File: config.mk
export PLATFORM = sky130hd
export DESIGN_NAME = irq_ctrl
export DESIGN_NICKNAME = d
export VERILOG_FILES = /design/src/hdl/periph_pkg.sv /design/src/hdl/irq_ctrl.sv
export SDC_FILE = /design/constraint.sdc
export NUM_CORES = 1
export LEC_CHECK = 0
export BUFFER_PORTS_ARGS = -buffer_cell sky130_fd_sc_hd__buf_2
export CORE_ASPECT_RATIO = 1.4
export CORE_MARGIN = 3
export CORE_UTILIZATION = 40
export DETAILED_ROUTE_END_ITERATION = 10
export MAX_ROUTING_LAYER = met4
export PLACE_DENSITY_LB_ADDON = 0.3
export SETUP_SLACK_MARGIN = 0.05
export SYNTH_ARGS = -nofsm -noshare
export SYNTH_HDL_FRONTEND = slang
export SYNTH_SLANG_ARGS = --single-unit
File: constraint.sdc
create_clock -name clk -period 3.07 [get_ports clk]
set_clock_uncertainty 0.15 [all_clocks]
set_input_delay 0 -clock clk [delete_from_list [all_inputs] [get_ports clk]]
set_output_delay 0 -clock clk [all_outputs]
set_load 0.005 [all_outputs]
File: src/hdl/periph_pkg.sv
/*
 * Shared definitions for the APB peripheral subsystem.
 * The address map, source counts and register indices are fixed here,
 * so no module carries parameters. Each slave decodes a 16-byte window
 * and uses address bits [3:2] as its register index.
 */
package periph_pkg;

	// Bus widths
	localparam int ADDR_W = 12;
	localparam int DATA_W = 32;

	// Each slave window is 16 bytes, so the decode ignores the low 4 bits
	localparam int WIN_BITS = 4;

	localparam logic [ADDR_W-1:0] IRQ_BASE = 12'h000;
	localparam logic [ADDR_W-1:0] TIMER_BASE = 12'h010;

	// Seven external lines plus the timer give eight controller sources
	localparam int NR_EXT_IRQS = 7;
	localparam int NR_IRQS = 8;
	localparam int TMR_IRQ_SRC = 7;

	// Interrupt controller register indices
	localparam logic [1:0] IRQ_STATUS = 2'd0;
	localparam logic [1:0] IRQ_ENABLE = 2'd1;
	localparam logic [1:0] IRQ_DISABLE = 2'd2;
	localparam logic [1:0] IRQ_TEST = 2'd3;

	// Interval timer register indices
	localparam logic [1:0] TMR_CTRL = 2'd0;
	localparam logic [1:0] TMR_LOAD = 2'd1;
	localparam logic [1:0] TMR_COUNT = 2'd2;
	localparam logic [1:0] TMR_EXPIRED = 2'd3;

	// Master-side transfer fields; psel is derived per slave by the fabric
	typedef struct packed {
		logic [ADDR_W-1:0] paddr;
		logic              pwrite;
		logic [DATA_W-1:0] pwdata;
		logic              penable;
	} apb_req_t;

	// Slave-side response fields
	typedef struct packed {
		logic [DATA_W-1:0] prdata;
		logic              pready;
		logic              pslverr;
	} apb_rsp_t;

endpackage

File: src/hdl/irq_ctrl.sv
/*
 * Interrupt controller for eight level-sensitive sources.
 * irq_req is high whenever any enabled source is active, where a source
 * is active if its input or its test bit is set. Only the low eight bits
 * of each register exist. Byte strobes, priority and vectoring are not
 * supported. pready rises in the second access cycle.
 */
`timescale 1ns/1ps

module irq_ctrl (
	input  logic                           clk,
	input  logic                           rst,
	input  logic                           sel,
	input  periph_pkg::apb_req_t           req,
	input  logic [periph_pkg::NR_IRQS-1:0] irq_in,
	output periph_pkg::apb_rsp_t           rsp,
	output logic                           irq_req
);

	logic [periph_pkg::NR_IRQS-1:0] enabled;
	logic [periph_pkg::NR_IRQS-1:0] test;
	logic [periph_pkg::NR_IRQS-1:0] status;
	logic                           ready;
	logic                           access;
	logic                           wr_en;
	logic [1:0]                     reg_idx;
	logic [periph_pkg::DATA_W-1:0]  rd_data;

	assign access = sel && req.penable;
	assign reg_idx = req.paddr[3:2];

	// Writes land on the edge that completes the transfer
	assign wr_en = access && ready && req.pwrite;

	assign status = (irq_in | test) & enabled;
	assign irq_req = |status;

	// One wait state, then a single-cycle acknowledge
	always_ff @(posedge clk) begin
		if (rst) begin
			ready <= 1'b0;
		end else begin
			ready <= access && !ready;
		end
	end

	always_ff @(posedge clk) begin
		if (rst) begin
			enabled <= '0;
			test <= '0;
		end else if (wr_en) begin
			case (reg_idx)
				periph_pkg::IRQ_ENABLE: begin
					enabled <= enabled | req.pwdata[periph_pkg::NR_IRQS-1:0];
				end
				periph_pkg::IRQ_DISABLE: begin
					enabled <= enabled & ~req.pwdata[periph_pkg::NR_IRQS-1:0];
				end
				periph_pkg::IRQ_TEST: begin
					test <= req.pwdata[periph_pkg::NR_IRQS-1:0];
				end
				// The status register is read-only
				default: begin
				end
			endcase
		end
	end

	always_comb begin
		rd_data = '0;
		case (reg_idx)
			periph_pkg::IRQ_STATUS: rd_data[periph_pkg::NR_IRQS-1:0] = status;
			periph_pkg::IRQ_ENABLE: rd_data[periph_pkg::NR_IRQS-1:0] = enabled;
			periph_pkg::IRQ_TEST: rd_data[periph_pkg::NR_IRQS-1:0] = test;
			// Disable is write-only and reads as zero
			default: rd_data = '0;
		endcase
	end

	assign rsp = '{
		prdata: ready ? rd_data : '0,
		pready: ready,
		pslverr: 1'b0
	};

	// The acknowledge falls in the second cycle of an access phase that
	// the master still holds
	a_ready_after_access: assert property (
		@(posedge clk) disable iff (rst)
		rsp.pready |-> access && $past(access)
	) else $error("pready outside a held two-cycle access phase");

endmodule

# Word-level counts from Yosys, hierarchy flattened
# Cells that the tools add are included.
# op_classes
n_eq_ne	3
muxes	3
n_bitwise	5
n_reduce_logical	10
# ops
op	n
8-bit case mux with 3 select lines	1
8-bit bitwise AND	2
8-bit bitwise OR	2
8-bit case mux with 2 select lines	1
8-bit 2-to-1 mux	1
8-bit inverter	1
8-bit OR reduction	1
2-bit equality test (second input constant)	2
1-bit logical AND	4
2-bit AND reduction	2
2-bit by 1-bit equality test with 1-bit output (second input constant)	1
2-bit logical NOT	1
2-bit nonzero test	1
1-bit logical NOT	1
# totals
ff_bits	17
output_inout_bits	35
elab_cells	24

# Depth between registers and ports, before layout
# depth
word_depth	4
mapped_depth	7
mapped_depth_nobuf	5

# Least setup slack after synthesis
# Ideal clock, no wire load.
# synth_timing
path_kind	register to register
startpoint	register ready
endpoint	register (tool-made name)
setup_time_ns	0.088
arrival_time_ns	1.085
required_time_ns	2.832
setup_slack_ns	1.747
stages_incl_launch_ff	6
path_buffers	2
period_less_slack_ns	1.323
path_cell_list	dfxtp_1 and4_4 buf_6 buf_6 a31oi_1 a311oi_2
# synth_rtl
element	line_no	text
from (decl)	irq_ctrl.sv:23	logic ready;
from (signal assigned)	irq_ctrl.sv:43	ready <= access && !ready;

# Worst setup path in the final report
# layout_timing
startpoint	register ready
endpoint	register test[4] in the netlist's numbering
# layout_between
elab_chain_cells	3
# layout_rtl
element	line_no	text
1-bit logical AND (2 in a row)	irq_ctrl.sv:33	assign wr_en = access && ready && req.pwrite;
2-bit AND reduction (no source line)	n/a	
to (signal assigned)	irq_ctrl.sv:60	test <= req.pwdata[periph_pkg::NR_IRQS-1:0];
to (decl)	irq_ctrl.sv:21	logic [periph_pkg::NR_IRQS-1:0] test;
# Every way passes these cells.
# A chain may end at the register's enable or synchronous reset.

==> out/results.txt <==
via count = 1153
Final Hold Violating Endpoints = 0
data required time of the worst path = 3030 ps
critical path class = register to register
synth warn = 0
buffers added on ports = 32
HP Class = input pin to register
RSZ-0062 raised after global routing = false
Syn Inst Count = 154
CP endpoint kind = register
hold path cells = 2
HPWL Detailed = 2270 µm
Final setup viols = 0
gr usage total = 15.9%
vias in the first global route = 1048
CTS clock-pin slew for the worst setup and hold paths = 60 ps
Vias per Instance = 5.17
Synth area leader = dfxtp_1
worst vdd ir = 202 µV
initial core utilization = 42.1%
reg2reg path depth = 3
min cycle time layout = 1620 ps
slew margin rel. = 60.2%
CTS tree = yes
origin of the critical flop-to-flop path = ready
PD cells = 313 nW/µm²
Worst Path Max Fanout = 18
WL/cell = 13.5 µm
global-route wire length before repair = 4730 µm
Final Max Slew Viols = 0
core area = 3150 µm²
Antenna Nets Post-Route = 0
Reg2Reg Setup Slack = 1450 ps
Yosys top cell area share = 25.6%
largest net degree at the start of global routing = 26
Leak = 0.700 nW
DRC = 0
post-CTS sizing = 0
capture point of the worst reg-to-reg path = test[4]
startpoint types = register
Congestion Overflow GR = 0
crit path DAT = 1580 ps
Cell Area, Synth = 1330 µm²
Total Nets Final = 247
Area contributors post-synth = dfxtp_1 26%, buf_4 15%, a21o_1 9.0%
Iter 0 DRT Violations = 40
Worst-Skew Late Latency = 240 ps
max frequency = 616 MHz
Mean Syn Cell Area = 8.63 µm²
Layout area overhead = 12.8%
final wirelength = 3010 µm
clk buf depth = 2
reported max-cap violation count = 0
# rows = 24
clk root buf = clkbuf_8
chip width = 54.7 µm
die area = 4060 µm²
most common cell after layout, fill and taps aside = buf_2
Num CTS Buffers = 3
sequential-to-total area share from yosys stat = 25.6%
library cells used by synthesis = 24
Total Power = 0.469 mW
total negative slack = 0 ps
H-Tree Depth = 1
clk sink count = 17
drt first pass iters = 4
worst slew pin tran = 597 ps
Ant. Diodes = 0
routability cong. = 0.698
status = finished clean
period utilisation layout = 52.9%
Layout fillers = 319
flop and latch count out of synthesis = 17
Die Y = 74.2 µm
initial antenna violation count = 0
Hold Startpoint = rst
layout cells sized above 1 = 25.0%
most frequent cells in the layout = 32 x buf_2, 25 x conb_1, 17 x dfxtp_1, 16 x a21o_1, 16 x o21ai_0
Ports = 92
-- logic make-up after synthesis --
logic type | share of synthesized area (%)
DFF | 25.6
and+or+nand+nor | 15.8
buffers and inverters | 21.2
other | 0.282
AOI/OAI and AO/OA | 32.4
adders and majority gates | 4.71
-- area by class of cell --
class                      count  area (µm²)  share of cell area [%]
multi-input combinational    119         797                    53.2
sequential                    17         340                    22.7
timing repair buffer          42         260                    17.4
tap                           39        48.8                    3.26
clock buffer                   4        45.0                    3.01
inverter                       2        7.51                   0.501
-- cell usage after synthesis --
library cell	count
nor3_1	1
a311oi_2	8
or2_2	1
and2_0	1
ha_1	5
a21o_1	16
buf_1	3
and2_4	1
and4_4	1
conb_1	1
clkbuf_1	5
buf_2	3
nor2_1	8
buf_4	26
nand4b_1	8
inv_1	2
buf_6	3
dfxtp_1	17
a22oi_1	8
nand4_1	2
o21ai_0	16
nand2_1	1
a31oi_1	8
nand2b_1	9
-- worst max-delay path, stage by stage, from the launching register on --
cell	delay, ps
dfxtp_1	380
and4_4	370
and2_0	420
o21ai_0	170
-- per-layer routing --
layer	up-vias	global-route usage, %	wire length, µm
li1	572	-	-
met1	532	18.8	1190
met2	47	27.6	1600
met3	2	1.80	196
met4	0	4.16	21
met5	-	-	0
-- report_power, final --
part	total [mW]	switching, mW	internal, mW
clock network	0.163	0.0715	0.0918
registers	0.223	0.00114	0.222
logic	0.0829	0.0470	0.0360
-- stage by stage --
stage	util [%]	std cells	hold slack (ps)	setup slack [ps]	instance area, µm²
6_report	47.5	223	90.8	1450	1500
5_1_grt	47.5	223	101	1350	1500
4_1_cts	47.5	223	63.8	1400	1500
3_5_place_dp	42.9	209	91.7	1410	1350
3_3_place_gp	42.9	209	85.1	1490	1350
2_1_floorplan	-	178	-33.2	1750	1420
-- what timing repair did --
item	4_1_cts	5_1_grt
hold buffers	10	0
buffers inserted	0	0
hold endpoints to repair	17	0
-- worst max path at each step --
| stage | slack (ps) | end | from |
|---|---|---|---|
| floorplan | 1750 | register | ready |
| global placement | 1490 | test[6] | req[37] |
| detailed placement | 1410 | test[4] | req[37] |
| CTS | 1400 | test[4] | ready |
| global route | 1350 | test[4] | ready |
| finish | 1450 | test[4] | ready |
No activity file was read; power rests on OpenSTA's default activity.
